File: src/hdl/scope_cfg.svh
// digitizer core configuration
// widths, buffer depth, firmware version and fixed reply codes

`ifndef SCOPE_CFG_SVH
`define SCOPE_CFG_SVH

// ------------------------------------------------------------------
// datapath sizes
// ------------------------------------------------------------------
`define SCOPE_SAMPLE_W   12   // adc sample bits
`define SCOPE_RAM_AW     10   // 1024 entry sample buffer
`define SCOPE_CMD_BYTES  8    // bytes per host command

// ------------------------------------------------------------------
// reply constants
// ------------------------------------------------------------------
`define SCOPE_VERSION    16   // firmware version word
`define SCOPE_SET_ACK    37   // answer to trigger settings
`define SCOPE_THR_BIAS   128  // threshold byte offset

`endif

File: src/hdl/scope_cmd_pkg.sv
// command side types
// host command bytes, opcodes and reply requests to the streamer

`include "scope_cfg.svh"

package scope_cmd_pkg;

	// byte 0 is the opcode, bytes 1..7 are arguments
	typedef logic [`SCOPE_CMD_BYTES-1:0][7:0] cmd_t;

	typedef enum logic [7:0] {
		OP_READOUT  = 8'd0,   // buffer dump
		OP_ARM      = 8'd1,   // arm and status
		OP_INFO     = 8'd2,   // version read
		OP_TRIG_SET = 8'd8    // thresholds, preoffset, tot
	} opcode_e;

	typedef enum logic {
		RESP_WORD = 1'b0,     // single constant beat
		RESP_DUMP = 1'b1      // words read from the buffer
	} resp_kind_e;

	typedef struct packed {
		resp_kind_e               kind;
		logic [31:0]              word;   // constant reply data
		logic [`SCOPE_RAM_AW-1:0] start;  // first buffer address of a dump
		logic [31:0]              len;    // dump length in bytes
	} resp_req_t;

endpackage

File: src/hdl/cmd_receiver.sv
// command receiver
// collects eight bytes from the input stream into one command

`include "scope_cfg.svh"

module cmd_receiver
	import scope_cmd_pkg::*;
(
	input  logic       clk,
	input  logic       rstn,
	input  logic       i_tvalid,
	input  logic [7:0] i_tdata,
	output logic       o_tready,
	input  logic       i_cmd_done,
	output cmd_t       o_cmd,
	output logic       o_cmd_valid
);

	localparam int CNT_W = $clog2(`SCOPE_CMD_BYTES);

	logic [CNT_W-1:0] byte_cnt;
	logic             busy;   // command held until executor is done
	logic             take;
	logic             last_byte;

	assign o_tready  = !busy;
	assign take      = i_tvalid && o_tready;
	assign last_byte = (byte_cnt == CNT_W'(`SCOPE_CMD_BYTES - 1));

	always_ff @(posedge clk or negedge rstn) begin
		if (!rstn) begin
			byte_cnt    <= '0;
			busy        <= 1'b0;
			o_cmd_valid <= 1'b0;
		end else begin
			o_cmd_valid <= take && last_byte;
			if (take) begin
				byte_cnt <= last_byte ? '0 : byte_cnt + 1'b1;
				busy     <= last_byte;
			end else if (i_cmd_done) begin
				busy <= 1'b0;  // reopen input
			end
		end
	end

	always_ff @(posedge clk) begin
		if (take)
			o_cmd[byte_cnt] <= i_tdata;
	end

endmodule

File: config.mk
export PLATFORM = sky130hd
export DESIGN_NAME = cmd_receiver
export DESIGN_NICKNAME = d
export VERILOG_FILES = /design/src/hdl/scope_cmd_pkg.sv /design/src/hdl/cmd_receiver.sv
export VERILOG_INCLUDE_DIRS = /design/src /design/src/hdl
export SDC_FILE = /design/constraint.sdc
export NUM_CORES = 1
export LEC_CHECK = 0
export BUFFER_PORTS_ARGS = -buffer_cell sky130_fd_sc_hd__buf_4
export CORE_ASPECT_RATIO = 0.9
export CORE_MARGIN = 2
export CORE_UTILIZATION = 52
export CTS_CLUSTER_SIZE = 12
export DETAILED_ROUTE_END_ITERATION = 8
export GPL_TIMING_DRIVEN = 0
export PLACE_DENSITY = 0.94
export SYNTH_ARGS = -nofsm -noshare
export SYNTH_HDL_FRONTEND = slang
export SYNTH_SLANG_ARGS = --single-unit
export TNS_END_PERCENT = 1
File: constraint.sdc
create_clock -name clk -period 3.2 [get_ports clk]
set_input_delay 0.64 -clock clk [delete_from_list [all_inputs] [get_ports clk]]
set_output_delay 0.64 -clock clk [all_outputs]
set_load 0.01 [all_outputs]
## Yosys cells after proc, flatten, opt, wreduce, memory -nomap -nowiden

Cells that the tools add are included.

- $add $sub $neg: 1
- Magnitude comparators: 2
- Equal/unequal tests: 1
- Mux-type cells: 6
- Reduce and logical (&&, ||, !) cells: 5

Operators by type and width:

| cell | count |
|---|---|
| bitwise mux 64 bit | 1 |
| demux 8 bit (select 3 bit) | 1 |
| 2-to-1 mux 8 bit | 1 |
| less-than comparator 3 x 4 -> 1 bit, second input constant | 1 |
| adder 3 x 1 -> 3 bit, second input constant | 1 |
| == test 3 bit, second input constant | 1 |
| greater-or-equal comparator 3 x 1 -> 1 bit, second input constant | 1 |
| logical AND 1 bit | 3 |
| 2-to-1 mux 3 bit | 1 |
| 2-to-1 mux 1 bit | 2 |
| nonzero test 2 bit | 1 |
| logical NOT 1 bit | 1 |

- Register bits: 69
- Bits of input ports: 12
- Output and inout bits: 66
- Logic and storage cells: 26

## Longest topological paths before layout

- Depth after elaboration: 5
- Mapped depth: 4
- Depth with buffers taken out: 4

## Worst setup path before layout

No wires, ideal clock.

- Path type: input to register
- Start: in i_tvalid
- End: reg o_cmd[10] in the netlist's numbering, enable pin
- Setup time: 370 ps
- Data arrival time: 1419 ps
- Required time: 2830 ps
- Setup slack: 1410 ps
- Stages: 2
- Cells stage by stage: or3b_4 > nor2_1

- Longest elaborated chain between the ends: 1

Ends and longest elaborated chain:

| element | RTL line | text |
|---|---|---|
| start: declaration | cmd_receiver.sv:11 | `input logic i_tvalid,` |
| logical AND 1 bit | cmd_receiver.sv:27 | `assign take = i_tvalid && o_tready;` |
| end signal: indexed assignment | cmd_receiver.sv:48 | `o_cmd[byte_cnt] <= i_tdata;` |
| end: declaration | cmd_receiver.sv:15 | `output cmd_t o_cmd,` |

Every way passes these cells.
A chain may end at the register's enable or synchronous reset.

## Final worst setup path

- Start: reg busy
- End: reg o_cmd[16] in the netlist's numbering, enable pin

- Longest elaborated chain between the ends: 2

Ends and longest elaborated chain:

| element | RTL line | text |
|---|---|---|
| start: declaration | cmd_receiver.sv:22 | `logic busy;` |
| start signal: assignment | cmd_receiver.sv:39 | `busy <= last_byte;` |
| logical NOT 1 bit | cmd_receiver.sv:26 | `assign o_tready = !busy;` |
| logical AND 1 bit | cmd_receiver.sv:27 |  |

Every way passes these cells.

==> flow_summary.yaml <==
sta:
  max_freq_ghz: 0.5098
  rsz0062_at_grt: "no"
  fin_crit_sh: 0.6130
  clock_skew_ps: 5.845
  setup_violations: 0
  min_period_ps: 1962
  worst_slew_pin_slew_ps: 1143
  slew_headroom: 0.2320
  tns_ps: 0
  hold_violations: 0
  slew_violations: 0
  worst_slack_ps: 1238
cts:
  clk_pin_slew_ps: 70
  hold_buffers: 0
  cts_buffer_depth: 2
  clockRootBuffer: "clkbuf_8"
  h-tree-depth: 3
  insertion_delay_ps: 330
  cts_buffers: 9
  ctsResizeCount: 0
  postCtsSetupBuffers: 0
  cts_tree: "built"
  clock-sinks: 69
critical_path:
  path_cells: "nand3b_1, nor3_1"
  reg2reg_from: "busy"
  path_class: "flip-flop to flip-flop"
  end_kind: "flip-flop"
  slowest_stage: "nor3_1"
  max_stage_delay_ps: 900
  critical_path.startpoint: "busy"
  cp-start-kind: "flip-flop"
  worstPathArrival_ps: 1910
  path_max_fanout: 8
  cp.required_ps: 3150
drt:
  ant_nets: 0
  drt-vias-per-instance: 5.120
  remaining_drc_errors: 0
  totalWireLength_um: 4375
  drtIter0Drc: 106
  vias: 1193
  first_pass_iters: 4
  wire_per_inst_um: 18.78
die:
  dieArea_um2: 4798
  fp-row-count: 22
  die_h_um: 65.91
  die_w_um: 72.79
  num_io_pins: 78
  core_area_um2: 4074
  start_util: 0.5436
global_route:
  busiest_layer: "met2"
  grt_max_degree: 11
  grt_pass1_vias: 1196
  grt_pass1_wl_um: 6479
  grt_overflow: 0
  use_met3: 0.07927
  antenna_found_initial: 0
  track_usage: 0.1978
  grt.met1_usage: 0.2175
  grt_use_met2: 0.3295
synth:
  synth_area_per_cell_um2: 24.07
  ys_types: 15
  synth_area_leaders: "edfxtp_1 87%, dfrtp_1 5.6%, mux2_2 1.5%"
  ys_seq_area_frac: 0.9243
  synthDominantCellAreaShare: 0.8678
  synth_warnings: 0
  ys_ff_latch: 69
  syn_inst: 92
  synth_top_cell_by_area: "edfxtp_1"
  netlist_area_um2: 2215
  synth_fp_nets: 106
place:
  place_ws_ps: 973.8
  io_buffers: 77
  placed_area_um2: 2853
  gp_congestion: 0.7837
  hpwl_um: 3048
outcome:
  outcome: "completed"
pwr:
  p_leak_uw: 0.001179
  ir_drop_mv: 0.5467
  finalPower_uw: 2264
  powerDensity_nw_per_um2: 744.1
finish:
  drive_above_1_share: 0.5189
  synthToLayoutAreaGrowth_pct: 37.40
  fin_nets: 194
  n_antenna_cell: 0
  final_common_cell: "buf_4"
  final_util: 0.7469
  final_cell_mix: "77 x buf_4, 64 x edfxtp_1, 13 x clkbuf_8"
  design_area_um2: 3043
  fillCellCount: 241
worst_hold_path:
  hp-class: "input pin to asynchronous set/reset pin"
run:
  max-cap-violations: 0
where the power goes:
group	switching [µW]	internal, µW
Sequential	69.1	1140
Clock	289	368
Combinational	216	181
Total	574	1690
path summary, 6_finish.rpt:
| path | end | slack, ps | depth (start not counted) |
|---|---|---|---|
| max | o_cmd[16] | 1240 | 2 |
| min | byte_cnt[0] | 90 | 1 |
| max reg2reg | o_cmd[16] | 1240 | 2 |
| min reg2reg | byte_cnt[1] | 580 | 1 |
| max in group asynchronous | byte_cnt[1] | 3000 | 1 |
| min in group clk | busy | 490 | 2 |
metrics by stage:
stage               hold slack, ps  cells
floorplan                    344.4     92
global route                 81.06    233
global placement             439.2    217
detailed placement           443.2    217
CTS                          84.61    233
finish                       91.98    233
registers in the layout, summed over array words and instances (netlist names):
name,flops
busy,1
o_cmd_valid,1
o_cmd,64
byte_cnt,3
cell type report:
class,count,area (µm²),share of cell area
sequential,69,2047,0.6727
inverter,1,3.754,0.001234
timing repair buffer,77,578.1,0.1900
clock buffer,16,190.2,0.06250
multi-input combinational,22,163.9,0.05387
tap,48,60.06,0.01974
per-layer routing:
| layer | wire (µm) | vias up | part of all wire |
|---|---|---|---|
| met4 | 106 | 0 | 0.024 |
| met1 | 1637 | 582 | 0.37 |
| met5 | 0 | - | 0 |
| li1 | - | 534 | - |
| met2 | 2185 | 66 | 0.50 |
| met3 | 445 | 11 | 0.10 |
Yosys cell counts:
master     number
or3b_4          1
mux2_2          3
ha_1            2
inv_1           1
nor3_2          1
o2bb2ai_1       1
nand2_1         1
edfxtp_1       64
dfrtp_1         5
nor2b_4         1
nand2b_1        2
nand3b_1        1
and2_1          1
nor2_1          7
nor3_1          1
critical path: cells and delay by family, from the launching register on:
kind | cells | cell delay, ps
DFF | 1 | 430
and+or+nand+nor | 2 | 1150
cell families after synthesis:
kind of cell	count (synthesis)	share of synthesized area
mux	3	0.01525
compound gates	1	0.003956
flops	69	0.9243
simple gates	16	0.04350
buf+inv	1	0.001693
fa+ha+maj	2	0.01130
(Power assumes the default switching activity.)
