### src/hdl/scope_cfg.svh
// digitizer core configuration
// widths, buffer depth, firmware version and fixed reply codes

`ifndef SCOPE_CFG_SVH
`define SCOPE_CFG_SVH

// ------------------------------------------------------------------
// datapath sizes
// ------------------------------------------------------------------
`define SCOPE_SAMPLE_W   12   // adc sample bits
`define SCOPE_RAM_AW     10   // 1024 entry sample buffer
`define SCOPE_CMD_BYTES  8    // bytes per host command

// ------------------------------------------------------------------
// reply constants
// ------------------------------------------------------------------
`define SCOPE_VERSION    16   // firmware version word
`define SCOPE_SET_ACK    37   // answer to trigger settings
`define SCOPE_THR_BIAS   128  // threshold byte offset

`endif

### src/hdl/scope_acq_pkg.sv
// acquisition side types
// samples, trigger settings and the status seen by the host

`include "scope_cfg.svh"

package scope_acq_pkg;

	typedef logic signed [`SCOPE_SAMPLE_W-1:0] sample_t;
	typedef logic [`SCOPE_RAM_AW-1:0]          ram_addr_t;

	typedef enum logic [7:0] {
		TRIG_NONE = 8'd0,     // trigger on arm
		TRIG_FALL = 8'd1,     // below lower, then above upper
		TRIG_RISE = 8'd2      // above upper, then below lower
	} trig_type_e;

	typedef struct packed {
		trig_type_e  ttype;
		sample_t     lower;
		sample_t     upper;
		logic [7:0]  tot;       // extra samples past threshold before firing
		logic [15:0] post_len;  // samples written after the trigger
	} trig_cfg_t;

	typedef struct packed {
		logic [15:0] event_cnt;
		logic [15:0] trig_cnt;  // post samples so far, all ones in hold
		ram_addr_t   trig_addr; // where the firing sample landed
	} acq_status_t;

endpackage

### src/hdl/trigger_engine.sv
// trigger engine
// registers each sample, runs the threshold trigger with time over
// threshold, addresses the circular buffer and counts events

module trigger_engine
	import scope_acq_pkg::*;
(
	input  logic        clk,
	input  logic        rstn,
	input  sample_t     i_sample,
	input  trig_cfg_t   i_cfg,
	input  logic        i_arm,
	input  logic        i_release,
	output acq_status_t o_status,
	output logic        o_wr_en,
	output ram_addr_t   o_wr_addr,
	output sample_t     o_wr_data
);

	typedef enum logic [2:0] {
		S_IDLE,
		S_FALL_LO,   // waiting for a sample below lower
		S_FALL_HI,   // counting samples above upper
		S_RISE_HI,
		S_RISE_LO,
		S_POST,
		S_HOLD       // event kept for readout, no writes
	} state_e;

	state_e      state;
	sample_t     smp_q;
	ram_addr_t   wr_addr;
	logic [7:0]  tot_cnt;
	acq_status_t status;
	logic        above;
	logic        below;
	logic        fire;
	logic        post_done;

	assign above = smp_q > i_cfg.upper;
	assign below = smp_q < i_cfg.lower;

	always_comb begin
		case (state)
			S_IDLE:    fire = i_arm && (i_cfg.ttype != TRIG_FALL) && (i_cfg.ttype != TRIG_RISE);
			S_FALL_HI: fire = above && (tot_cnt >= i_cfg.tot);
			S_RISE_LO: fire = below && (tot_cnt >= i_cfg.tot);
			default:   fire = 1'b0;
		endcase
	end

	assign post_done = (fire && i_cfg.post_len == 16'd0) ||
	                   (state == S_POST && status.trig_cnt + 16'd1 == i_cfg.post_len);

	assign o_wr_en   = (state != S_HOLD);
	assign o_wr_addr = wr_addr;
	assign o_wr_data = smp_q;
	assign o_status  = status;

	always_ff @(posedge clk) begin
		smp_q <= i_sample;
	end

	always_ff @(posedge clk or negedge rstn) begin
		if (!rstn) begin
			state   <= S_IDLE;
			wr_addr <= '0;
			tot_cnt <= '0;
			status  <= '0;
		end else begin
			if (o_wr_en)
				wr_addr <= wr_addr + 1'b1;  // wraps with the buffer
			case (state)
				S_IDLE: begin
					status.trig_cnt <= '0;
					tot_cnt         <= '0;
					if (i_arm && i_cfg.ttype == TRIG_FALL)
						state <= S_FALL_LO;
					else if (i_arm && i_cfg.ttype == TRIG_RISE)
						state <= S_RISE_HI;
				end
				S_FALL_LO: if (below) state <= S_FALL_HI;
				S_FALL_HI: if (above) tot_cnt <= tot_cnt + 8'd1;
				S_RISE_HI: if (above) state <= S_RISE_LO;
				S_RISE_LO: if (below) tot_cnt <= tot_cnt + 8'd1;
				S_POST:    status.trig_cnt <= status.trig_cnt + 16'd1;
				S_HOLD:    if (i_release) state <= S_IDLE;
				default:   state <= S_IDLE;
			endcase
			if (fire) begin
				status.trig_addr <= wr_addr;
				state            <= S_POST;
			end
			if (post_done) begin
				status.event_cnt <= status.event_cnt + 16'd1;
				status.trig_cnt  <= '1;  // host sees 0xffff while held
				state            <= S_HOLD;
			end
		end
	end

endmodule

### config.mk
export PLATFORM = sky130hd
export DESIGN_NAME = trigger_engine
export DESIGN_NICKNAME = d
export VERILOG_FILES = /design/src/hdl/scope_acq_pkg.sv /design/src/hdl/trigger_engine.sv
export VERILOG_INCLUDE_DIRS = /design/src /design/src/hdl
export SDC_FILE = /design/constraint.sdc
export NUM_CORES = 1
export LEC_CHECK = 0
export BUFFER_PORTS_ARGS = -buffer_cell sky130_fd_sc_hd__buf_2
export CORE_MARGIN = 2
export CORE_UTILIZATION = 44
export DETAILED_ROUTE_END_ITERATION = 10
export GPL_TIMING_DRIVEN = 0
export PLACE_DENSITY_LB_ADDON = 0.15
export SYNTH_ARGS = -nofsm -noshare
export SYNTH_HDL_FRONTEND = slang
export SYNTH_SLANG_ARGS = --single-unit
### constraint.sdc
create_clock -name clk -period 8.7 [get_ports clk]
set_input_delay 0.435 -clock clk [delete_from_list [all_inputs] [get_ports clk]]
set_output_delay 0.435 -clock clk [all_outputs]
set_load 0.01 [all_outputs]
==> Yosys cells after proc, flatten, opt, wreduce, memory -nomap -nowiden <==
Index checks and enable logic that the tools add are counted.
{ "word_totals": {"ff_bits": 75, "output_inout_bits": 65, "word_cells": 63} }
{ "op_classes": {"magnitude_cmp": 3, "reduce_logical": 16, "mux": 14, "n_eq_ne": 19, "addsub": 4} }
{ "op_table": {"columns": ["op", "n"], "rows": [
  ["$add 16x1->16 const B", 2],
  ["$pmux 16 s2", 1],
  ["$pmux 8 s3", 1],
  ["$mux 3", 7],
  ["$eq 16x16->1", 1],
  ["$logic_not 16->1", 1],
  ["$mux 16", 1],
  ["$mux 8", 2],
  ["$pmux 3 s5", 1],
  ["$gt 12x12->1", 1],
  ["$lt 12x12->1", 1],
  ["$ne 4x4->1 const B", 3],
  ["$add 10x1->10 const B", 1],
  ["$eq 3x3->1 const B", 3],
  ["$add 8x1->8 const B", 1],
  ["$eq 8x1->1 const B", 1],
  ["$eq 8x2->1 const B", 1],
  ["$ge 8x8->1", 1],
  ["$logic_and 1x1->1", 8],
  ["$ne 8x1->1 const B", 1],
  ["$ne 8x2->1 const B", 1],
  ["$eq 3x2->1 const B", 2],
  ["$reduce_bool 3->1", 2],
  ["$ne 5x5->1 const B", 1],
  ["other kinds (10)", 11]
]} }

==> Longest topological paths before layout <==
{ "depth": {"ltp_word": 8, "depth_mapped": 11} }

==> Least setup slack after synthesis <==
No wires, ideal clock.
{ "synth_path": {"path_type": "input -> register", "from": "in i_cfg[33] in the netlist's numbering", "to": "reg status (netlist bit o_status[27])", "arrival_ns": 2.778, "stages": 10, "setup_slack_ns": 5.797, "setup_time_ns": 0.125, "path_buffers": 1, "cell_sequence": "inv_1 > ha_1 > a21o_1 > a211o_1 > or3_1 > o21ai_1 > o221ai_1 > a22oi_2 > buf_6 > mux2_2"} }
{ "synth_via": {"elab_chain_len": 5} }
{ "synth_lines": {"columns": ["element", "line_no", "rtl"], "rows": [
  ["from (decl)", "trigger_engine.sv:11", "input trig_cfg_t i_cfg,"],
  ["$gt 12x12->1", "trigger_engine.sv:40", "assign above = smp_q > i_cfg.upper;"],
  ["$logic_and 1x1->1", "trigger_engine.sv:46", "S_FALL_HI: fire = above && (tot_cnt >= i_cfg.tot);"],
  ["$pmux 1 s3", "trigger_engine.sv:44", "case (state)"],
  ["$logic_and 1x1->1", "trigger_engine.sv:52", "assign post_done = (fire && i_cfg.post_len == 16'd0) ||"],
  ["$logic_or 1x1->1", "trigger_engine.sv:52", null],
  ["to (decl)", "trigger_engine.sv:34", "acq_status_t status;"]
]} }
No other way between the ends.
A chain may end at the register's enable or synchronous reset.

==> Worst setup path after layout <==
{ "layout_path": {"from": "reg status (netlist bit o_status[11])", "to": "reg status (netlist bit o_status[13])"} }
{ "layout_via": {"elab_chain_len": 5, "word_cells_on_any_way": 7, "classes_between": "add/sub: 1; eq/ne: 1; mux: 2; reduce/logical: 3"} }
{ "layout_lines": {"columns": ["element", "line_no", "rtl"], "rows": [
  ["$add 16x1->16 *", "trigger_engine.sv:53, trigger_engine.sv:86", null],
  ["$eq 16x16->1", "trigger_engine.sv:53", "(state == S_POST && status.trig_cnt + 16'd1 == i_cfg.post_len);"],
  ["$logic_and 1x1->1", "trigger_engine.sv:53", null],
  ["$logic_or 1x1->1", "trigger_engine.sv:52", null],
  ["$reduce_bool 3->1 (no source line) / $mux 16 (equally long branches)", null, null]
]} }
Mark *: on every way between the ends. The rest lies on a longest branch, timed or not.

==> results.py <==
metrics = {
    "place": {
        "dp_hpwl_um": 9000,
        "gp_congestion": 0.887,
        "numPortBuffers": 136,
        "dp_slack_ns": 5.17,
    },
    "floorplanning": {
        "design.die.area_sq_mm": 0.0116,
        "die_w_um": 108,
        "num_rows": 37,
        "initial_core_util": 0.457,
        "pin_count": 137,
        "core_sq_mm": 0.0104,
        "die_y_um": 108,
    },
    "worst_setup_path": {
        "critPathRequiredTime_ns": 8.93,
        "start_kind": "flop",
        "crit_fanout": 10,
        "crit_type": "reg -> reg",
        "endpoint_kind": "flop",
        "rrSetupSlack_ns": 5.35,
        "reg2reg_depth": 10,
        "cp.arrival_ns": 3.57,
        "r2r-end": "o_status[13]",
        "r2r-start": "o_status[11]",
    },
    "hold_path": {
        "hp-class": "in -> async",
    },
    "synth": {
        "synth.most_common_cell": "dfrtp_1",
        "async_flop_share": 0.840,
        "synthCells": 513,
        "avgSynthCellArea_sq_um": 9.24,
        "synth.distinct_cells": 63,
        "synth_top_area_frac": 0.333,
        "synth_edf_count": 0,
        "synth_ff_type": "dfrtp_1",
        "synth_area_sq_mm": 0.00474,
        "synthesis.nets": 620,
        "synth_common_cells": "63 x dfrtp_1, 48 x nand2_1, 38 x inv_1, 35 x ha_1, 30 x nor2_1",
        "yosysWarnings": 0,
        "synthTopCellsByArea": "dfrtp_1 33%, ha_1 9.2%, dfxtp_1 5.1%",
        "synth.largest_area_cell": "dfrtp_1",
        "ys_ff_latch": 75,
        "ys_seq_area_frac": 0.383,
    },
    "global_routing": {
        "antenna_found_initial": 0,
        "grt_first_pass_wirelength_um": 19400,
        "track_usage": 0.209,
        "grt_pass1_vias": 4161,
        "grt_overflow": 0,
        "grt_max_degree": 64,
    },
    "clocking": {
        "post_cts_buffers": 0,
        "cts_max_path_buffers": 2,
        "clk_pin_slew_ns": 0.08,
        "cts_buffers": 9,
        "clkLatencyLatePin_ns": 0.35,
        "cts_root_buf": "clkbuf_8",
        "holdBufCountCts": 0,
        "cts_resized": 0,
        "cts_tree": "yes",
        "h-tree-depth": 3,
        "cts.sinks": 75,
    },
    "final_layout": {
        "diodes": 0,
        "area_growth_pct": 23.1,
        "seqCellArea_sq_mm": 0.00182,
        "multi_input_area_sq_mm": 0.00267,
        "drive_gt1_frac": 0.280,
        "nFillCells": 971,
        "nets": 767,
    },
    "sta": {
        "grt_setup_unrepaired": "false",
        "worst_clock_skew_ns": 0.0154,
        "min_period_over_period": 0.385,
        "setup_viol": 0,
        "drv_slew": 0,
        "slew_headroom": 0.425,
        "timing.fmax_ghz": 0.299,
        "period_needed_ns": 3.35,
        "worst_slack_ns": 5.35,
        "fin_hold_ws_ns": 0.177,
        "tightest_slew_ns": 0.840,
        "hold_viol": 0,
        "fin_tns_setup_ns": 0,
    },
    "routing": {
        "avgRoutedWirePerCell_um": 14.6,
        "num_vias": 4369,
        "drc": 0,
        "first_pass_iters": 4,
        "antenna_left": 0,
        "drt_iter0_markers": 174,
        "vias_per_cell": 5.45,
        "drt_wl_total_um": 11700,
    },
    "power": {
        "comb_power_share": 0.363,
        "ir_drop_mv": 0.117,
        "p_per_area_mw_per_mm2": 215,
        "internal_power_uw": 787,
        "switching_share": 0.373,
        "p_leak_uw": 0.00302,
        "power.clock.fraction": 0.264,
        "seq_power_share": 0.374,
        "p_sw_uw": 468,
    },
    "status": {
        "status": "complete, no violations",
    },
    "run": {
        "maxCapViolCount": 0,
    },
}
metal layers:
metal / GRT usage / share of wire / vias up
met5: 0 / 0 / -
met4: 0.0577 / 0.016 / 0
met3: 0.0412 / 0.058 / 18
met2: 0.354 / 0.48 / 138
met1: 0.271 / 0.45 / 2070
li1: - / - / 2143
cell usage in the layout, fill, tap and decap left out, drive strengths merged, types with 5 or more instances in the layout:
cell type	synthesis	routed
buf	9	145
dfrtp	63	63
nand2	48	48
inv	38	38
ha	35	35
nor2	30	30
o21ai	28	28
xnor2	25	25
a21oi	23	23
clkbuf	12	22
xor2	21	21
nand3	20	20
nand4	18	18
mux2	14	14
nor3	12	12
dfxtp	12	12
nor4	11	11
and3	8	8
a22oi	8	8
nor2b	7	7
nand2b	5	5
o211ai	5	5
a211oi	5	5
cells by family after synthesis:
logic type / after synthesis / share of synthesized area
AND/OR/NAND/NOR: 185 / 0.212
AO/OA/AOI/OAI: 98 / 0.140
flip-flops: 75 / 0.383
buffers and inverters: 60 / 0.0541
XOR/XNOR: 46 / 0.0850
adder cells (fa/ha/maj): 35 / 0.0924
multiplexers: 14 / 0.0333
critical path, cell delays in order (launching register included):
cell and delay (ns):
dfrtp_1 0.47, ha_1 0.30, and4_4 0.29, and3_1 0.25, nor2_1 0.08, a2111oi_0 0.76, a2111oi_4 0.13, a22oi_2 0.35
buf_2 0.31, buf_4 0.22, nand2_1 0.07
worst max-delay path by stage:
| stage | endpoint | depth (start not counted) | startpoint |
|---|---|---|---|
| 2_1_floorplan | o_status[27] | 10 | i_cfg[33] |
| 4_1_cts | o_status[13] | 10 | o_status[10] |
| 3_5_place_dp | o_status[17] | 12 | i_cfg[33] |
| 5_1_grt | o_status[13] | 10 | o_status[10] |
| 6_report | o_status[13] | 10 | o_status[11] |
| 3_3_place_gp | o_status[21] | 12 | i_cfg[33] |
registers in the layout (all words and copies together) (netlist names):
register   flops
o_status      42
o_wr_addr     10
o_wr_data     12
state          3
tot_cnt        8
metrics by stage:
stage / power (uW) / std cells / util / cell area, sq um
floorplan: 770 / 513 / - / 4740
global placement: 915 / 785 / 0.539 / 5590
detailed placement: 930 / 785 / 0.539 / 5590
CTS: 1270 / 801 / 0.563 / 5840
global route: 1350 / 801 / 0.563 / 5840
finish: 1250 / 801 / 0.563 / 5840
layout make-up:
type,count,area share
Multi-Input combinational cell,378,0.457
Sequential cell,75,0.311
Timing Repair Buffer,136,0.117
Tap cell,136,0.0292
Inverter,39,0.0251
Clock buffer,10,0.0219
Clock inverter,6,0.0197
Buffer,21,0.0189
power by group through the flow:
stage | registers (uW) | logic [uW] | clock network, uW
floorplan | 488 | 282 | 0
global placement | 472 | 443 | 0
detailed placement | 475 | 456 | 0
CTS | 468 | 459 | 340
global route | 479 | 514 | 353
finish | 469 | 455 | 331
(Power assumes the default switching activity.)
