### config.mk
export PLATFORM = sky130hd
export DESIGN_NAME = cmd_executor
export DESIGN_NICKNAME = d
export VERILOG_FILES = /design/src/hdl/scope_cmd_pkg.sv /design/src/hdl/scope_acq_pkg.sv /design/src/hdl/cmd_executor.sv
export VERILOG_INCLUDE_DIRS = /design/src /design/src/hdl
export SDC_FILE = /design/constraint.sdc
export NUM_CORES = 1
export LEC_CHECK = 0
export BUFFER_PORTS_ARGS = -buffer_cell sky130_fd_sc_hd__buf_2
export CAP_MARGIN = 20
export CORE_MARGIN = 2
export CORE_UTILIZATION = 39
export CTS_BUF_LIST = sky130_fd_sc_hd__clkbuf_8 sky130_fd_sc_hd__clkbuf_16
export DETAILED_ROUTE_END_ITERATION = 7
export PLACE_DENSITY = 0.66
export SKIP_CTS_REPAIR_TIMING = 1
export SLEW_MARGIN = 20
export SYNTH_ARGS = -nofsm -noshare
export SYNTH_HDL_FRONTEND = slang
export SYNTH_SLANG_ARGS = --single-unit
### constraint.sdc
create_clock -name clk -period 2.2 [get_ports clk]
set_input_delay 0.11 -clock clk [delete_from_list [all_inputs] [get_ports clk]]
set_output_delay 0.11 -clock clk [all_outputs]
set_load 0.02 [all_outputs]
### src/hdl/scope_cfg.svh
// digitizer core configuration
// widths, buffer depth, firmware version and fixed reply codes

`ifndef SCOPE_CFG_SVH
`define SCOPE_CFG_SVH

// ------------------------------------------------------------------
// datapath sizes
// ------------------------------------------------------------------
`define SCOPE_SAMPLE_W   12   // adc sample bits
`define SCOPE_RAM_AW     10   // 1024 entry sample buffer
`define SCOPE_CMD_BYTES  8    // bytes per host command

// ------------------------------------------------------------------
// reply constants
// ------------------------------------------------------------------
`define SCOPE_VERSION    16   // firmware version word
`define SCOPE_SET_ACK    37   // answer to trigger settings
`define SCOPE_THR_BIAS   128  // threshold byte offset

`endif

### src/hdl/scope_cmd_pkg.sv
// command side types
// host command bytes, opcodes and reply requests to the streamer

`include "scope_cfg.svh"

package scope_cmd_pkg;

	// byte 0 is the opcode, bytes 1..7 are arguments
	typedef logic [`SCOPE_CMD_BYTES-1:0][7:0] cmd_t;

	typedef enum logic [7:0] {
		OP_READOUT  = 8'd0,   // buffer dump
		OP_ARM      = 8'd1,   // arm and status
		OP_INFO     = 8'd2,   // version read
		OP_TRIG_SET = 8'd8    // thresholds, preoffset, tot
	} opcode_e;

	typedef enum logic {
		RESP_WORD = 1'b0,     // single constant beat
		RESP_DUMP = 1'b1      // words read from the buffer
	} resp_kind_e;

	typedef struct packed {
		resp_kind_e               kind;
		logic [31:0]              word;   // constant reply data
		logic [`SCOPE_RAM_AW-1:0] start;  // first buffer address of a dump
		logic [31:0]              len;    // dump length in bytes
	} resp_req_t;

endpackage

### src/hdl/scope_acq_pkg.sv
// acquisition side types
// samples, trigger settings and the status seen by the host

`include "scope_cfg.svh"

package scope_acq_pkg;

	typedef logic signed [`SCOPE_SAMPLE_W-1:0] sample_t;
	typedef logic [`SCOPE_RAM_AW-1:0]          ram_addr_t;

	typedef enum logic [7:0] {
		TRIG_NONE = 8'd0,     // trigger on arm
		TRIG_FALL = 8'd1,     // below lower, then above upper
		TRIG_RISE = 8'd2      // above upper, then below lower
	} trig_type_e;

	typedef struct packed {
		trig_type_e  ttype;
		sample_t     lower;
		sample_t     upper;
		logic [7:0]  tot;       // extra samples past threshold before firing
		logic [15:0] post_len;  // samples written after the trigger
	} trig_cfg_t;

	typedef struct packed {
		logic [15:0] event_cnt;
		logic [15:0] trig_cnt;  // post samples so far, all ones in hold
		ram_addr_t   trig_addr; // where the firing sample landed
	} acq_status_t;

endpackage

### src/hdl/cmd_executor.sv
// command executor
// decodes opcodes, keeps the trigger settings and asks the
// streamer for a reply; unknown commands finish without one

`include "scope_cfg.svh"

module cmd_executor
	import scope_cmd_pkg::*;
	import scope_acq_pkg::*;
(
	input  logic        clk,
	input  logic        rstn,
	input  cmd_t        i_cmd,
	input  logic        i_cmd_valid,
	output logic        o_cmd_done,
	output trig_cfg_t   o_trig_cfg,
	output logic        o_arm,
	output logic        o_release,
	input  acq_status_t i_acq_status,
	output resp_req_t   o_resp_req,
	output logic        o_resp_valid,
	input  logic        i_resp_done
);

	localparam int SW = `SCOPE_SAMPLE_W;

	ram_addr_t     preoffset;     // samples shown before the trigger
	logic          dump_pending;
	logic          bad_done;      // command finished without a reply
	logic [SW-1:0] thr_lo;
	logic [SW-1:0] thr_hi;
	resp_req_t     req_d;
	logic          req_ok;

	// byte1 is the centre, byte2 the half width, scaled to adc counts
	assign thr_lo = ((SW'(i_cmd[1]) - SW'(i_cmd[2]) - SW'(`SCOPE_THR_BIAS)) << 4) + SW'(8);
	assign thr_hi = ((SW'(i_cmd[1]) + SW'(i_cmd[2]) - SW'(`SCOPE_THR_BIAS)) << 4) + SW'(8);

	assign o_cmd_done = bad_done || i_resp_done;  // same cycle as the streamer's done

	// ------------------------------------------------------------------
	// reply decode
	// ------------------------------------------------------------------
	always_comb begin
		req_d.kind  = RESP_WORD;
		req_d.word  = '0;
		req_d.start = i_acq_status.trig_addr - preoffset;  // wraps around the buffer
		req_d.len   = 32'd4;
		req_ok      = 1'b1;
		case (i_cmd[0])
			OP_READOUT: begin
				req_d.kind = RESP_DUMP;
				req_d.len  = i_cmd[7:4];  // byte 7 high
			end
			OP_ARM:      req_d.word = {i_acq_status.event_cnt, i_acq_status.trig_cnt};
			OP_INFO: begin
				if (i_cmd[1] == 8'd0)
					req_d.word = 32'(`SCOPE_VERSION);
				else
					req_ok = 1'b0;  // other info pages not present
			end
			OP_TRIG_SET: req_d.word = 32'(`SCOPE_SET_ACK);
			default:     req_ok = 1'b0;
		endcase
	end

	// ------------------------------------------------------------------
	// settings and handshakes
	// ------------------------------------------------------------------
	always_ff @(posedge clk or negedge rstn) begin
		if (!rstn) begin
			o_trig_cfg   <= '0;
			preoffset    <= '0;
			o_arm        <= 1'b0;
			o_release    <= 1'b0;
			o_resp_valid <= 1'b0;
			bad_done     <= 1'b0;
			dump_pending <= 1'b0;
		end else begin
			o_arm        <= 1'b0;
			o_release    <= 1'b0;
			o_resp_valid <= 1'b0;
			bad_done     <= 1'b0;
			if (i_cmd_valid) begin
				o_resp_valid <= req_ok;
				bad_done     <= !req_ok;
				case (i_cmd[0])
					OP_TRIG_SET: begin
						o_trig_cfg.lower <= sample_t'(thr_lo);
						o_trig_cfg.upper <= sample_t'(thr_hi);
						o_trig_cfg.tot   <= i_cmd[5];
						preoffset        <= {i_cmd[3][1:0], i_cmd[4]};
					end
					OP_ARM: begin
						o_trig_cfg.ttype    <= trig_type_e'(i_cmd[1]);
						o_trig_cfg.post_len <= i_cmd[5:4];
						o_arm               <= (i_acq_status.trig_cnt == 16'd0);  // only if idle
					end
					OP_READOUT:  dump_pending <= 1'b1;
					default:     ;
				endcase
			end
			if (i_resp_done) begin
				o_release    <= dump_pending;  // event read, let engine rearm
				dump_pending <= 1'b0;
			end
		end
	end

	always_ff @(posedge clk) begin
		if (i_cmd_valid)
			o_resp_req <= req_d;
	end

endmodule

* Word level (Yosys, flattened, before mapping)
Index checks and enable logic that the tools add are counted.
** Cells by class
- Multiplexer cells :: 13
- Reductions and logical operators :: 11
- Add/subtract/negate cells :: 7
- Eq/ne operators :: 3
** Operator list (count)
- 32-bit one-hot mux with 3 select lines :: 1
- 12-bit by 4-bit adder with 12-bit output (second input constant) :: 2
- 16-bit logical NOT :: 1
- 8-bit logical NOT :: 2
- 8-bit subtractor (second input constant) :: 2
- 1-bit 2-to-1 mux :: 10
- 10-bit subtractor :: 1
- 8-bit adder :: 1
- 8-bit by 1-bit == test with 1-bit output (second input constant) :: 1
- 8-bit by 2-bit == test with 1-bit output (second input constant) :: 1
- 8-bit by 4-bit == test with 1-bit output (second input constant) :: 1
- 8-bit subtractor :: 1
- 2-bit AND reduction :: 3
- 5-bit 2-to-1 mux :: 1
- 2-bit nonzero test :: 2
- 3-bit OR reduction :: 1
- 1-bit one-hot mux with 2 select lines :: 1
- 1-bit logical NOT :: 1
- 1-bit logical OR :: 1
** Word-level totals
- Input bits :: 110
- Output and inout bits :: 135
- Register bits :: 146
- Word-level logic and storage cells :: 49

* Longest topological paths before layout
- Depth after elaboration :: 5
- Depth in mapped cells :: 11

* Worst setup path before layout
Ideal clock, no wire load.
- Path type :: input-to-reg
- Start point :: input i_cmd[7] (netlist name)
- End point :: register o_trig_cfg[10] (netlist name)
- Stages on the path :: 6
- Setup time :: 0.125 ns
- Required time :: 2.075 ns
- Arrival time :: 1.879 ns
- Path buffers :: 1
- Setup slack :: 0.196 ns
- Cell sequence :: or4_4 -> or3_4 -> nor3b_4 -> nand2_4 -> buf_6 -> mux2_4
** Between the ends
- Word-level cells in the longest chain between the ends :: 2
** Ends and longest elaborated chain
- start: declaration :: RTL line cmd_executor.sv:13 : input cmd_t i_cmd,
- 8-bit by 1-bit == test with 1-bit output :: RTL line cmd_executor.sv:87 : case (i_cmd[0])
- 2-bit AND reduction (no source line)
- end: declaration :: RTL line cmd_executor.sv:16 : output trig_cfg_t o_trig_cfg,
No other way between the ends.
A chain may end at the register's enable or synchronous reset.

==> impl_metrics.json <==
{
  "drc": 0,
  "total_power_per_unit_cell_area_mw_per_mm2": 761,
  "drt-pass1-iter-count": 4,
  "nets": 918,
  "starting_drc_count_in_detailed_routing": 209,
  "syn-instance-count": 466,
  "antenna_cells": 0,
  "total_of_max_cap_violations": 0,
  "power.ir.vdd_worst_mv": 0.509,
  "hold_class": "in -> reg",
  "portion_of_the_post_synthesis_area_used_by_sequential_elements_pct": 60.2,
  "final_layout_size_suffix_gt1_share_pct": 41.0,
  "fin_cells": 999,
  "postSynth.topFlopCell": "edfxtp_1",
  "timing_worst_slew_pin_value_ns": 0.560,
  "floorplan.initialDensity_pct": 40.0,
  "power.sequential.fraction_pct": 42.5,
  "clkPwrFrac_pct": 43.6,
  "sequential_cell_area_mm2": 0.00383,
  "timing.slew.headroom_pct": 62.6,
  "grt_pass1_vias": 4643,
  "clock_latency_ns": 0.41,
  "max_slew_violation_count": 0,
  "grt.total_usage_pct": 17.5,
  "cts.sinks": 138,
  "filler_cell_count": 1306,
  "core_mm2": 0.0159,
  "number_of_synthesis_warnings": 0,
  "synth_area_per_cell_um2": 13.6,
  "setup.worst_path.end_class": "register",
  "switching_power_mw": 1.70,
  "overflow": 0,
  "finalCritPeriodShare_pct": 91.9,
  "power.combinational.fraction_pct": 13.9,
  "antenna_violating_nets_left": 0,
  "vias_per_std_cell": 4.79,
  "critical_path_peak_fanout": 4,
  "most_common_cell_after_layout_fill_and_taps_aside": "buf_2",
  "quantity_of_i_o_buffers_inserted_on_ports": 232,
  "cts.reportedPaths.clkPinSlew_ns": 0.06,
  "rows": 46,
  "reg2reg_from": "preoffset[2]",
  "report.final.setup_viol": 0,
  "fmax_mhz": 494,
  "synthArstFlopShare_pct": 45.7,
  "dp_hpwl_um": 11300,
  "critical-path-slowest-cell": "dfrtp_1",
  "synth.distinct_cells": 44,
  "multi_input_area_mm2": 0.00232,
  "gp_congestion": 0.818,
  "detailroute.via_count": 4784,
  "synth_enable_flop_cells": 75,
  "p_leak_nw": 4.43,
  "grt_setup_unrepaired": "no",
  "die_y_um": 132,
  "holdPathEnd": "o_arm",
  "post_synth_instance_area_mm2": 0.00636,
  "arrival_time_at_the_worst_endpoint_ns": 2.17,
  "die_w_um": 132,
  "worst_setup_path_start_kind": "register",
  "drt-wirelength-per-cell_um": 16.2,
  "area_growth_syn_to_layout_pct": 42.1,
  "fin_crit_ns": 2.02,
  "htree_levels": 4,
  "timing.reg2reg.setup_slack_ns": 0.18,
  "numCtsBuffers": 17,
  "crit_path_cell_trace": "inv_1, ha_1, o21ai_0, a21oi_1, o21a_1, o41a_1, xor2_1",
  "cts.path.max_buffers": 2,
  "postLayoutCoreUtil_pct": 56.9,
  "timing.critical_path.slowest_cell_delay_ns": 0.34,
  "totalNegativeSetupSlack_ns": 0,
  "run_status": "complete, but fails checks",
  "fp.dieArea_mm2": 0.0173,
  "tritoncts": "built",
  "io-pin-count": 245,
  "mostFrequentLayoutCells": "buf_2, edfxtp_1, dfrtp_1",
  "cts.root.buffer_cell": "clkbuf_16",
  "worst_r2r_endpoint": "o_resp_req[39]",
  "drt_wl_total_um": 16200,
  "yosys_register_bits": 138,
  "hold_viol_final": 2,
  "intPower_mw": 5.18,
  "antenna_found_initial": 0,
  "violations": "hold timing",
  "timing.setup.critical_path_class": "reg -> reg",
  "grt_start_max_net_pins": 47,
  "final.hold.worst_slack_ns": -0.00873,
  "worst_hold_startpoint": "i_acq_status[19]",
  "worstHoldPathCells": 4,
  "grt_pass1_wl_um": 23800,
  "place_inst": 906,
  "worst_r2r_path_depth": 7,
  "swShare_pct": 24.7,
  "skew_ns": 0.00507,
  "cp_data_required_time_ns": 2.35
}
==> cell usage after synthesis (2+ instances only) <==
cell | instances | area, um2
edfxtp_1 | 75 | 2250
dfrtp_1 | 63 | 1580
and2_1 | 62 | 388
ha_1 | 35 | 438
inv_1 | 29 | 109
mux2_2 | 23 | 259
mux2_4 | 19 | 285
o21ai_0 | 19 | 95.1
nand2_1 | 16 | 60.1
nor2_1 | 14 | 52.6
xor2_1 | 11 | 96.3
a21oi_1 | 10 | 50.1
a21o_1 | 9 | 67.6
buf_4 | 8 | 60.1
clkbuf_1 | 8 | 30.0
nor4_1 | 8 | 50.1
xnor2_1 | 8 | 70.1
nand2b_1 | 5 | 31.3
a211oi_1 | 4 | 30.0
buf_2 | 3 | 15.0
fa_1 | 3 | 60.1
nand4_1 | 3 | 18.8
nor2b_1 | 3 | 18.8
o21a_1 | 3 | 22.5
buf_6 | 2 | 22.5
mux2_1 | 2 | 22.5
nor3_1 | 2 | 10.0
o21bai_1 | 2 | 15.0
or2_2 | 2 | 12.5
==> layer usage <==
metal  global-route usage (%)  part of all wire [%]  vias to the layer above
met1                     19.8                    39                     2323
met4                     7.55                   3.0                        0
met5                        0                     0                        -
met3                     4.40                   5.0                       41
li1                         -                     -                     2225
met2                     31.2                    53                      195
==> how the worst max path moves through the flow <==
stage                      start              to  slack (ns)
detailed placement      i_cmd[7]  o_trig_cfg[11]        0.07
floorplan               i_cmd[7]  o_trig_cfg[10]        0.20
finish              preoffset[2]  o_resp_req[39]        0.18
global placement        i_cmd[7]  o_trig_cfg[10]        0.11
CTS                 preoffset[2]  o_resp_req[39]        0.21
global route        preoffset[2]  o_resp_req[39]        0.09
==> per-stage QoR <==
step / cell area [um2] / setup slack, ns / total power [mW]
after floorplan: 6380 / 0.196 / 3.47
after global placement: 7800 / 0.110 / 3.82
after detailed placement: 7800 / 0.0668 / 3.84
after CTS: 8420 / 0.210 / 6.85
after global routing: 9030 / 0.0851 / 7.15
final: 9030 / 0.177 / 6.88
==> power by group through the flow <==
| stage | sequential, mW | combinational [mW] | clock (mW) |
|---|---|---|---|
| 3_5_place_dp | 2.97 | 0.871 | 0 |
| 2_1_floorplan | 3.14 | 0.327 | 0 |
| 6_report | 2.92 | 0.959 | 3.00 |
| 4_1_cts | 2.92 | 0.875 | 3.05 |
| 5_1_grt | 2.94 | 1.04 | 3.16 |
| 3_3_place_gp | 2.97 | 0.853 | 0 |
==> registers in the layout (all words and copies together) (netlist names) <==
signal / cells
bad_done: 1
dump_pending: 1
o_arm: 1
o_release: 1
o_resp_req: 75
o_resp_valid: 1
o_trig_cfg: 48
preoffset: 10
==> worst max-delay path, delay by kind of cell (launching register included) <==
kind	cells	cell delay, ns
compound gates	4	0.88
flops	1	0.34
fa+ha+maj	1	0.33
xor+xnor	1	0.17
buf+inv	1	0.05
==> layout make-up <==
cell class              instances  area share (%)
clock buffers                  17            4.71
clock inverters                15            2.19
repair buffers                301            20.9
inverters                      29            1.20
well taps                     216            2.99
flip-flops and latches        138            42.4
multi-input cells             283            25.7
==> cell families after synthesis <==
| kind of cell | Yosys count | synth area share [%] |
|---|---|---|
| compound gates | 54 | 5.31 |
| fa+ha+maj | 38 | 7.83 |
| xor+xnor | 19 | 2.62 |
| simple gates | 122 | 11.3 |
| flops | 138 | 60.2 |
| mux | 44 | 8.91 |
| other cells | 1 | 0.0590 |
| buf+inv | 50 | 3.72 |
No activity file was read; power rests on OpenSTA's default activity.
