<file path="src/hdl/scope_cfg.svh">
// digitizer core configuration
// widths, buffer depth, firmware version and fixed reply codes

`ifndef SCOPE_CFG_SVH
`define SCOPE_CFG_SVH

// ------------------------------------------------------------------
// datapath sizes
// ------------------------------------------------------------------
`define SCOPE_SAMPLE_W   12   // adc sample bits
`define SCOPE_RAM_AW     10   // 1024 entry sample buffer
`define SCOPE_CMD_BYTES  8    // bytes per host command

// ------------------------------------------------------------------
// reply constants
// ------------------------------------------------------------------
`define SCOPE_VERSION    16   // firmware version word
`define SCOPE_SET_ACK    37   // answer to trigger settings
`define SCOPE_THR_BIAS   128  // threshold byte offset

`endif

</file>
<file path="src/hdl/scope_cmd_pkg.sv">
// command side types
// host command bytes, opcodes and reply requests to the streamer

`include "scope_cfg.svh"

package scope_cmd_pkg;

	// byte 0 is the opcode, bytes 1..7 are arguments
	typedef logic [`SCOPE_CMD_BYTES-1:0][7:0] cmd_t;

	typedef enum logic [7:0] {
		OP_READOUT  = 8'd0,   // buffer dump
		OP_ARM      = 8'd1,   // arm and status
		OP_INFO     = 8'd2,   // version read
		OP_TRIG_SET = 8'd8    // thresholds, preoffset, tot
	} opcode_e;

	typedef enum logic {
		RESP_WORD = 1'b0,     // single constant beat
		RESP_DUMP = 1'b1      // words read from the buffer
	} resp_kind_e;

	typedef struct packed {
		resp_kind_e               kind;
		logic [31:0]              word;   // constant reply data
		logic [`SCOPE_RAM_AW-1:0] start;  // first buffer address of a dump
		logic [31:0]              len;    // dump length in bytes
	} resp_req_t;

endpackage

</file>
<file path="src/hdl/scope_acq_pkg.sv">
// acquisition side types
// samples, trigger settings and the status seen by the host

`include "scope_cfg.svh"

package scope_acq_pkg;

	typedef logic signed [`SCOPE_SAMPLE_W-1:0] sample_t;
	typedef logic [`SCOPE_RAM_AW-1:0]          ram_addr_t;

	typedef enum logic [7:0] {
		TRIG_NONE = 8'd0,     // trigger on arm
		TRIG_FALL = 8'd1,     // below lower, then above upper
		TRIG_RISE = 8'd2      // above upper, then below lower
	} trig_type_e;

	typedef struct packed {
		trig_type_e  ttype;
		sample_t     lower;
		sample_t     upper;
		logic [7:0]  tot;       // extra samples past threshold before firing
		logic [15:0] post_len;  // samples written after the trigger
	} trig_cfg_t;

	typedef struct packed {
		logic [15:0] event_cnt;
		logic [15:0] trig_cnt;  // post samples so far, all ones in hold
		ram_addr_t   trig_addr; // where the firing sample landed
	} acq_status_t;

endpackage

</file>
<file path="src/hdl/response_streamer.sv">
// response streamer
// sends constant replies and buffer dumps as 32-bit stream beats,
// two samples per dump word, keep and last from bytes remaining

module response_streamer
	import scope_cmd_pkg::*;
	import scope_acq_pkg::*;
(
	input  logic        clk,
	input  logic        rstn,
	input  resp_req_t   i_req,
	input  logic        i_req_valid,
	output logic        o_req_done,
	output ram_addr_t   o_rd_addr,
	input  sample_t     i_rd_data,
	output logic        o_tvalid,
	output logic [31:0] o_tdata,
	output logic [3:0]  o_tkeep,
	output logic        o_tlast,
	input  logic        i_tready
);

	localparam int PAD = 16 - $bits(sample_t);

	typedef enum logic [2:0] {
		S_IDLE,
		S_RD_LO,   // first sample address at the RAM
		S_RD_HI,   // second address out, first sample back
		S_PACK,
		S_SEND
	} state_e;

	state_e      state;
	ram_addr_t   rd_addr;
	sample_t     lo_q;
	logic [31:0] remaining;

	assign o_rd_addr = rd_addr;
	assign o_tlast   = (remaining <= 32'd4);

	always_comb begin
		case (remaining)
			32'd0:   o_tkeep = 4'b0000;
			32'd1:   o_tkeep = 4'b0001;
			32'd2:   o_tkeep = 4'b0011;
			32'd3:   o_tkeep = 4'b0111;
			default: o_tkeep = 4'b1111;
		endcase
	end

	always_ff @(posedge clk or negedge rstn) begin
		if (!rstn) begin
			state      <= S_IDLE;
			rd_addr    <= '0;
			remaining  <= '0;
			o_tvalid   <= 1'b0;
			o_req_done <= 1'b0;
		end else begin
			o_req_done <= 1'b0;
			case (state)
				S_IDLE: if (i_req_valid) begin
					rd_addr <= i_req.start;
					if (i_req.kind == RESP_WORD) begin
						remaining <= 32'd4;
						o_tvalid  <= 1'b1;
						state     <= S_SEND;
					end else if (i_req.len == 32'd0) begin
						o_req_done <= 1'b1;  // empty dump
					end else begin
						remaining <= i_req.len;
						state     <= S_RD_LO;
					end
				end
				S_RD_LO: begin
					rd_addr <= rd_addr + 1'b1;
					state   <= S_RD_HI;
				end
				S_RD_HI: begin
					rd_addr <= rd_addr + 1'b1;
					state   <= S_PACK;
				end
				S_PACK: begin
					o_tvalid <= 1'b1;
					state    <= S_SEND;
				end
				S_SEND: if (i_tready) begin
					o_tvalid <= 1'b0;
					if (o_tlast) begin
						o_req_done <= 1'b1;
						state      <= S_IDLE;
					end else begin
						remaining <= remaining - 32'd4;
						state     <= S_RD_LO;  // no reads while a beat waits
					end
				end
				default: state <= S_IDLE;
			endcase
		end
	end

	always_ff @(posedge clk) begin
		if (state == S_IDLE && i_req_valid)
			o_tdata <= i_req.word;
		if (state == S_RD_HI)
			lo_q <= i_rd_data;
		if (state == S_PACK)
			o_tdata <= {{PAD{1'b0}}, i_rd_data, {PAD{1'b0}}, lo_q};
	end

endmodule

</file>
<file path="config.mk">
export PLATFORM = sky130hd
export DESIGN_NAME = response_streamer
export DESIGN_NICKNAME = d
export VERILOG_FILES = /design/src/hdl/scope_cmd_pkg.sv /design/src/hdl/scope_acq_pkg.sv /design/src/hdl/response_streamer.sv
export VERILOG_INCLUDE_DIRS = /design/src /design/src/hdl
export SDC_FILE = /design/constraint.sdc
export NUM_CORES = 1
export LEC_CHECK = 0
export BUFFER_PORTS_ARGS = -buffer_cell sky130_fd_sc_hd__buf_2
export CAP_MARGIN = 40
export CORE_UTILIZATION = 52
export CTS_BUF_LIST = sky130_fd_sc_hd__clkbuf_4 sky130_fd_sc_hd__clkbuf_8 sky130_fd_sc_hd__clkbuf_16
export DETAILED_ROUTE_END_ITERATION = 6
export HOLD_SLACK_MARGIN = 0.02
export PLACE_DENSITY = 0.8
export SLEW_MARGIN = 25
export SYNTH_ARGS = -nofsm -noshare
export SYNTH_HDL_FRONTEND = slang
export SYNTH_SLANG_ARGS = --single-unit
</file>
<file path="constraint.sdc">
create_clock -name clk -period 3.1 [get_ports clk]
set_input_delay 0.465 -clock clk [delete_from_list [all_inputs] [get_ports clk]]
set_output_delay 0.465 -clock clk [all_outputs]
set_load 0.1 [all_outputs]
</file>
Word level (Yosys, flattened, before mapping)
Cells that the tools add are included.

Bits in registers: 91. Latch bits: 0. Bits in writable memories: 0. ROM bits: 0. Bits of input ports: 91. Output and inout port bits: 49. Word-level logic and storage cells: 63. Memories kept: 0.

Add/subtract/negate cells: 2. $mul: 0. Divide/modulo/power cells: 0. $lt $le $gt $ge: 1. Eq/ne operators: 12. Shift operators: 0. Multiplexer cells: 27. Bitwise logic cells: 0. Reduce and logical (&&, ||, !) cells: 13.

Operators with widths (number): $mux W32 (5); $eq A32 B2 Y1 const B (2); $logic_not A32 Y1 (2); $pmux W32 S2 (1); $mux W28 (2); $eq A32 B1 Y1 const B (1); $le A32 B3 Y1 const B (1); $sub A32 B3 Y32 const B (1); $pmux W10 S2 (1); $pmux W4 S4 (1); $pmux W3 S5 (1); $mux W3 (4); $add A10 B1 Y10 const B (1); $mux W10 (1); $mux W1 (9); $ne A2 B2 Y1 const B (4); $eq A3 B2 Y1 const B (2); $reduce_bool A2 Y1 (3); $reduce_and A5 Y1 (1); $reduce_and A4 Y1 (1); $eq A3 B1 Y1 const B (1); $eq A3 B3 Y1 const B (1); $logic_not A3 Y1 (1); $ne A3 B3 Y1 const B (1); other kinds (7) (7).

Depth between registers and ports, before layout
Word-level depth: 5. Mapped depth: 9. Mapped depth without buffers: 7.

Worst setup path before layout
OpenSTA, ideal clock, no wires.

Path type: register to register. Start: register remaining[4]. End: register state[0]. Setup time: 0.137 ns. Data arrival time: 4.485 ns. Required time: 2.963 ns. Setup slack: -1.522 ns. Stages on the path, launching flop included: 6. Buffers on the path: 1. Period minus slack after synthesis: 4.622 ns. Path through: dfrtp_1 buf_2 or4_4 nor4_1 o21ai_0 nor4b_1.

Cells in the longest elaborated chain, start to end: 4.

RTL lines: start: declaration (line response_streamer.sv:36) `logic [31:0] remaining;`; start signal: assignment (line response_streamer.sv:70) `remaining <= i_req.len;`; start signal: assignment (line response_streamer.sv:92) `remaining <= remaining - 32'd4;`; $le A32 B3 Y1 (line response_streamer.sv:39) `assign o_tlast = (remaining <= 32'd4);`; named net o_tlast (line response_streamer.sv:19) `output logic o_tlast,`; $mux W1 (line response_streamer.sv:88) `if (o_tlast) begin`; $mux W3 (line response_streamer.sv:86) `S_SEND: if (i_tready) begin`; $pmux W3 S5 (line response_streamer.sv:60) `case (state)`; end signal: assignment (line response_streamer.sv:66) `state <= S_SEND;`; end signal: assignment (line response_streamer.sv:90) `state <= S_IDLE;`; end signal: assignment (line response_streamer.sv:93) `state <= S_RD_LO;`; end: declaration (line response_streamer.sv:33) `state_e state;`.

The timed path passes the listed nets, and every way through them passes these cells. The select of a mux whose other input is x is not followed. A chain may end at the register's enable or synchronous reset.

Worst setup path in the final report
Start: register remaining[11]. End: output port o_tkeep[0].

Cells in the longest elaborated chain, start to end: 2. Elaborated cells between the ends (all ways): 5. Those cells by class: 3 x eq/ne; 1 x mux; 1 x reduce/logical.

RTL lines: $eq A32 B2 Y1 (tied with other cells) (line response_streamer.sv:42) `case (remaining)`; $pmux W4 S4 * (line response_streamer.sv:42); end: declaration (line response_streamer.sv:18) `output logic [3:0] o_tkeep,`.

Every way passes the cells marked *; elsewhere a longest branch is shown, timed or not.

==> report_table.html <==
<table>
<tr><th>Metric</th><th>Value</th></tr>
<tr><th colspan="2">Logic synthesis</th></tr>
<tr><td>Synth Area in Adders</td><td>1.033%</td></tr>
<tr><td>Area fraction in compound gates after synthesis</td><td>24.44%</td></tr>
<tr><td>Register bit total from synthesis</td><td>91</td></tr>
<tr><td>Post-synthesis simple-gate area fraction</td><td>19.12%</td></tr>
<tr><td>Leading register cell type out of synthesis</td><td>sky130_fd_sc_hd__dfrtp_1</td></tr>
<tr><td>Fraction of registers with async set/reset</td><td>51.65%</td></tr>
<tr><td>Unique masters post-synth</td><td>70</td></tr>
<tr><td>Number of nets produced by synthesis</td><td>571</td></tr>
<tr><td>Synthesized-area fraction occupied by xor and xnor cells</td><td>0.1808%</td></tr>
<tr><td>Number of enable flip-flop cells after synthesis</td><td>36</td></tr>
<tr><td>Number of warnings reported in the yosys synthesis log</td><td>0</td></tr>
<tr><td>Average footprint of a synthesized cell</td><td>10.18 um^2</td></tr>
<tr><td>Post-Synthesis Cell Area</td><td>0.004843 mm^2</td></tr>
<tr><td>Mapped Cells</td><td>476</td></tr>
<tr><td>Fraction of synthesized area in multiplexers</td><td>1.472%</td></tr>
<tr><td>Largest family of logic cells by synthesized area</td><td>compound AO/OA/AOI/OAI gates</td></tr>
<tr><td>Sequential cell area fraction in the yosys report</td><td>49.91%</td></tr>
<tr><th colspan="2">Hold path</th></tr>
<tr><td>Worst hold-check path type</td><td>input port to asynchronous set/reset pin</td></tr>
<tr><th colspan="2">Finish</th></tr>
<tr><td>Filler cells</td><td>705</td></tr>
<tr><td>ANT cells</td><td>0</td></tr>
<tr><td>Share of cells above drive strength 1</td><td>31.76%</td></tr>
<tr><td>Most frequent cells in the layout</td><td>sky130_fd_sc_hd__buf_2, sky130_fd_sc_hd__dfrtp_1, sky130_fd_sc_hd__nand2_1, sky130_fd_sc_hd__edfxtp_1, sky130_fd_sc_hd__nor2_1</td></tr>
<tr><td>Commonest non-fill, non-tap cell in the layout</td><td>sky130_fd_sc_hd__buf_2</td></tr>
<tr><td>Fin area</td><td>0.005879 mm^2</td></tr>
<tr><td>Synth-to-layout area growth</td><td>21.39%</td></tr>
<tr><td>Final Net Count</td><td>704</td></tr>
<tr><th colspan="2">Timing</th></tr>
<tr><td>Post-route setup slack</td><td>0.08994 ns</td></tr>
<tr><td>Max-slew violation count</td><td>0</td></tr>
<tr><td>Worst slew pin tran</td><td>0.8343 ns</td></tr>
<tr><td>TNS Setup</td><td>0 ns</td></tr>
<tr><td>Final period demand of the worst path</td><td>3.010 ns</td></tr>
<tr><td>Upper clock frequency limit</td><td>332.2 MHz</td></tr>
<tr><td>Setup Skew</td><td>0.01203 ns</td></tr>
<tr><td>Min Hold Slack</td><td>0.1769 ns</td></tr>
<tr><td>Number of hold violations in the final report</td><td>0</td></tr>
<tr><td>Slew HR</td><td>44.17%</td></tr>
<tr><td>Final setup violation count</td><td>0</td></tr>
<tr><td>RSZ-0062 raised after global routing</td><td>false</td></tr>
<tr><td>Fin crit share</td><td>97.10%</td></tr>
<tr><th colspan="2">Setup path</th></tr>
<tr><td>Req. time, crit path</td><td>2.63 ns</td></tr>
<tr><td>Critical-path cell with the highest stage delay</td><td>sky130_fd_sc_hd__dfrtp_1</td></tr>
<tr><td>Peak fanout along the critical path</td><td>9</td></tr>
<tr><td>Crit path launch type</td><td>flop</td></tr>
<tr><td>Maximum single-stage delay on the critical path</td><td>0.47 ns</td></tr>
<tr><td>Kind of critical path</td><td>flop to primary output</td></tr>
<tr><td>Worst path cell trace</td><td>nor4_4 -&gt; buf_4 -&gt; nand4_4 -&gt; nor3_4 -&gt; nand3_2 -&gt; or3_4 -&gt; buf_2</td></tr>
<tr><td>Critical Path Sink Type</td><td>primary output</td></tr>
<tr><td>Data arrival time of the critical path</td><td>2.55 ns</td></tr>
<tr><th colspan="2">Die</th></tr>
<tr><td>Floorplan row count</td><td>34</td></tr>
<tr><td>DIE WIDTH</td><td>98.51 um</td></tr>
<tr><td>Initial core utilization</td><td>54.74%</td></tr>
<tr><td>Die height</td><td>98.51 um</td></tr>
<tr><td>Core footprint</td><td>0.008848 mm^2</td></tr>
<tr><td>I/O pin count</td><td>140</td></tr>
<tr><td>Die area</td><td>0.009704 mm^2</td></tr>
<tr><th colspan="2">CTS</th></tr>
<tr><td>Max Root-Sink Buffers</td><td>2</td></tr>
<tr><td>TritonCTS clock tree</td><td>done</td></tr>
<tr><td>Clock buffers created by TritonCTS</td><td>9</td></tr>
<tr><td>Buffer cell driving the clock tree root</td><td>sky130_fd_sc_hd__clkbuf_8</td></tr>
<tr><td>CTS clock-pin slew for the worst setup and hold paths</td><td>0.10 ns</td></tr>
<tr><td>H-tree level count</td><td>3</td></tr>
<tr><td>Number of buffers added to fix hold violations after cts</td><td>0</td></tr>
<tr><td>Clock insertion delay at the later pin of the skew report</td><td>0.37 ns</td></tr>
<tr><td>Number of clock sinks</td><td>91</td></tr>
<tr><th colspan="2">Outcome</th></tr>
<tr><td>Status</td><td>finished, violations left</td></tr>
<tr><td>Violations in the final reports</td><td>DRC</td></tr>
<tr><th colspan="2">Global routing</th></tr>
<tr><td>GRT Residual Overflow</td><td>0</td></tr>
<tr><td>Number of global-route vias before repair</td><td>4214</td></tr>
<tr><td>Initial antenna violation count</td><td>0</td></tr>
<tr><td>Total GRT Usage</td><td>27.81%</td></tr>
<tr><td>Largest net degree at the start of global routing</td><td>48</td></tr>
<tr><td>Wire length of the first global-routing pass</td><td>21.33 mm</td></tr>
<tr><th colspan="2">Placement</th></tr>
<tr><td>Final RePlAce weighted congestion</td><td>0.9351</td></tr>
<tr><td>Setup WS pre-CTS</td><td>0.3174 ns</td></tr>
<tr><td>Placed inst area</td><td>0.005678 mm^2</td></tr>
<tr><td>Half-perimeter wire length of the detailed placement result</td><td>9.423 mm</td></tr>
<tr><td>Count of input and output buffers</td><td>139</td></tr>
<tr><th colspan="2">Run</th></tr>
<tr><td>Number of max-cap violations</td><td>0</td></tr>
<tr><th colspan="2">Route</th></tr>
<tr><td>Drt total wl</td><td>13.61 mm</td></tr>
<tr><td>Vias per cell</td><td>6.400</td></tr>
<tr><td>Average wire length per cell after detail routing</td><td>18.85 um</td></tr>
<tr><td>Residual DRC count</td><td>16</td></tr>
<tr><td>Iteration-0 DRC count of the detailed router</td><td>379</td></tr>
<tr><td>Final antenna-violating net count</td><td>0</td></tr>
<tr><td>Count of TritonRoute iterations in the first routing pass</td><td>7</td></tr>
<tr><td>Routed vias</td><td>4621</td></tr>
<tr><th colspan="2">Power and ir drop</th></tr>
<tr><td>Leakage power of the design</td><td>2.500 nW</td></tr>
<tr><td>VDD IR-drop max</td><td>0.6696 mV</td></tr>
<tr><td>Power per unit of standard cell area</td><td>1221 mW/mm^2</td></tr>
<tr><td>Total Power</td><td>7.177 mW</td></tr>
</table>
==> synthesized netlist by cell type, types with 3 or more instances <==
master                     instances  area, um^2
sky130_fd_sc_hd__nor3_1           17       85.08
sky130_fd_sc_hd__edfxtp_1         36        1081
sky130_fd_sc_hd__mux2i_1           6       60.06
sky130_fd_sc_hd__o211ai_1          3       22.52
sky130_fd_sc_hd__nor3b_1           3       22.52
sky130_fd_sc_hd__a22o_1           27       236.5
sky130_fd_sc_hd__nand2_1          36       135.1
sky130_fd_sc_hd__o21ai_0           9       45.04
sky130_fd_sc_hd__inv_1             9       33.78
sky130_fd_sc_hd__a21o_1            3       22.52
sky130_fd_sc_hd__nor2_1           31       116.4
sky130_fd_sc_hd__a31oi_1          18       112.6
sky130_fd_sc_hd__nand4_1           7       43.79
sky130_fd_sc_hd__or4_1             4       30.03
sky130_fd_sc_hd__o31ai_1          18       135.1
sky130_fd_sc_hd__nor4_4            4       85.08
sky130_fd_sc_hd__a22oi_1           6       45.04
sky130_fd_sc_hd__nor4_1           14       87.58
sky130_fd_sc_hd__o21ai_1          17       85.08
sky130_fd_sc_hd__and4_1            4       35.03
sky130_fd_sc_hd__and3_1            6       37.54
sky130_fd_sc_hd__o31a_1            4       35.03
sky130_fd_sc_hd__buf_2             5       25.02
sky130_fd_sc_hd__o21a_1            3       22.52
sky130_fd_sc_hd__a41oi_1           4       35.03
sky130_fd_sc_hd__and2_1            3       18.77
sky130_fd_sc_hd__nand2b_1          6       37.54
sky130_fd_sc_hd__a21oi_1          29       145.1
sky130_fd_sc_hd__dfrtp_1          47        1176
sky130_fd_sc_hd__ha_1              4       50.05
sky130_fd_sc_hd__nand3_1          13       65.06
sky130_fd_sc_hd__dfxtp_1           8       160.2
sky130_fd_sc_hd__clkbuf_1         25       93.84
==> per-layer routing <==
metal  vias to the layer above  track usage (%)  part of all wire, %
met4                         0            10.79                  2.0
met1                      2221            37.94                   41
met3                        29            5.106                  9.7
li1                       2125                -                    -
met2                       246            44.31                   47
met5                         -                0                    0
==> stage by stage <==
| step | std cells | util (%) |
|---|---|---|
| after floorplan | 476 | - |
| after CTS | 721 | 66.29 |
| after detailed placement | 705 | 64.17 |
| after global placement | 704 | 64.08 |
| after global routing | 722 | 66.45 |
| final | 722 | 66.45 |
==> what timing repair did <==
item                       in CTS  in global routing
setup endpoints to repair       1                  1
buffers inserted                0                  1
pin swaps                       0                  1
gates resized for setup         1                  1
==> sequential cells by signal, summed over array words and instances, names as in the netlist <==
register and flops:
o_req_done 1, lo_q 12, o_rd_addr 10, state 3, remaining 32, o_tdata 32, o_tvalid 1
==> power by group <==
| group | switching [mW] | internal, mW |
|---|---|---|
| Clock | 0.464 | 0.305 |
| Combinational | 3.10 | 1.00 |
| Sequential | 0.475 | 1.83 |
==> worst max-delay path: cells and delay by family, from the launching register on <==
| family | cells | cell delay, ns |
|---|---|---|
| AND/OR/NAND/NOR | 5 | 1.20 |
| buffers and inverters | 2 | 0.48 |
| flip-flops | 1 | 0.47 |
==> final cells by class <==
cell class	count	area [um^2]	share of cell area, %
flip-flops and latches	91	2417	41.12
multi-input cells	342	2291	38.97
repair buffers	155	815.8	13.88
well taps	108	135.1	2.298
clock buffers	9	123.9	2.107
clock inverters	7	58.81	1.000
inverters	10	37.54	0.6384
==> final timing paths <==
kind                               start       endpoint  slack, ns  cells after the start
min reg2reg                  o_tdata[14]    o_tdata[14]       0.46                      2
min                                 rstn   o_rd_addr[8]       0.18                      2
max in group asynchronous           rstn  remaining[21]       2.48                      2
max reg2reg                remaining[20]  remaining[28]       0.56                      6
min in group clk            i_rd_data[8]        lo_q[8]       0.28                      1
max                        remaining[11]     o_tkeep[0]       0.09                      7
==> cells by family after synthesis <==
group	after synthesis
flops	91
fa+ha+maj	4
buf+inv	43
compound gates	168
mux	7
simple gates	162
xor+xnor	1
(Power assumes the default switching activity.)
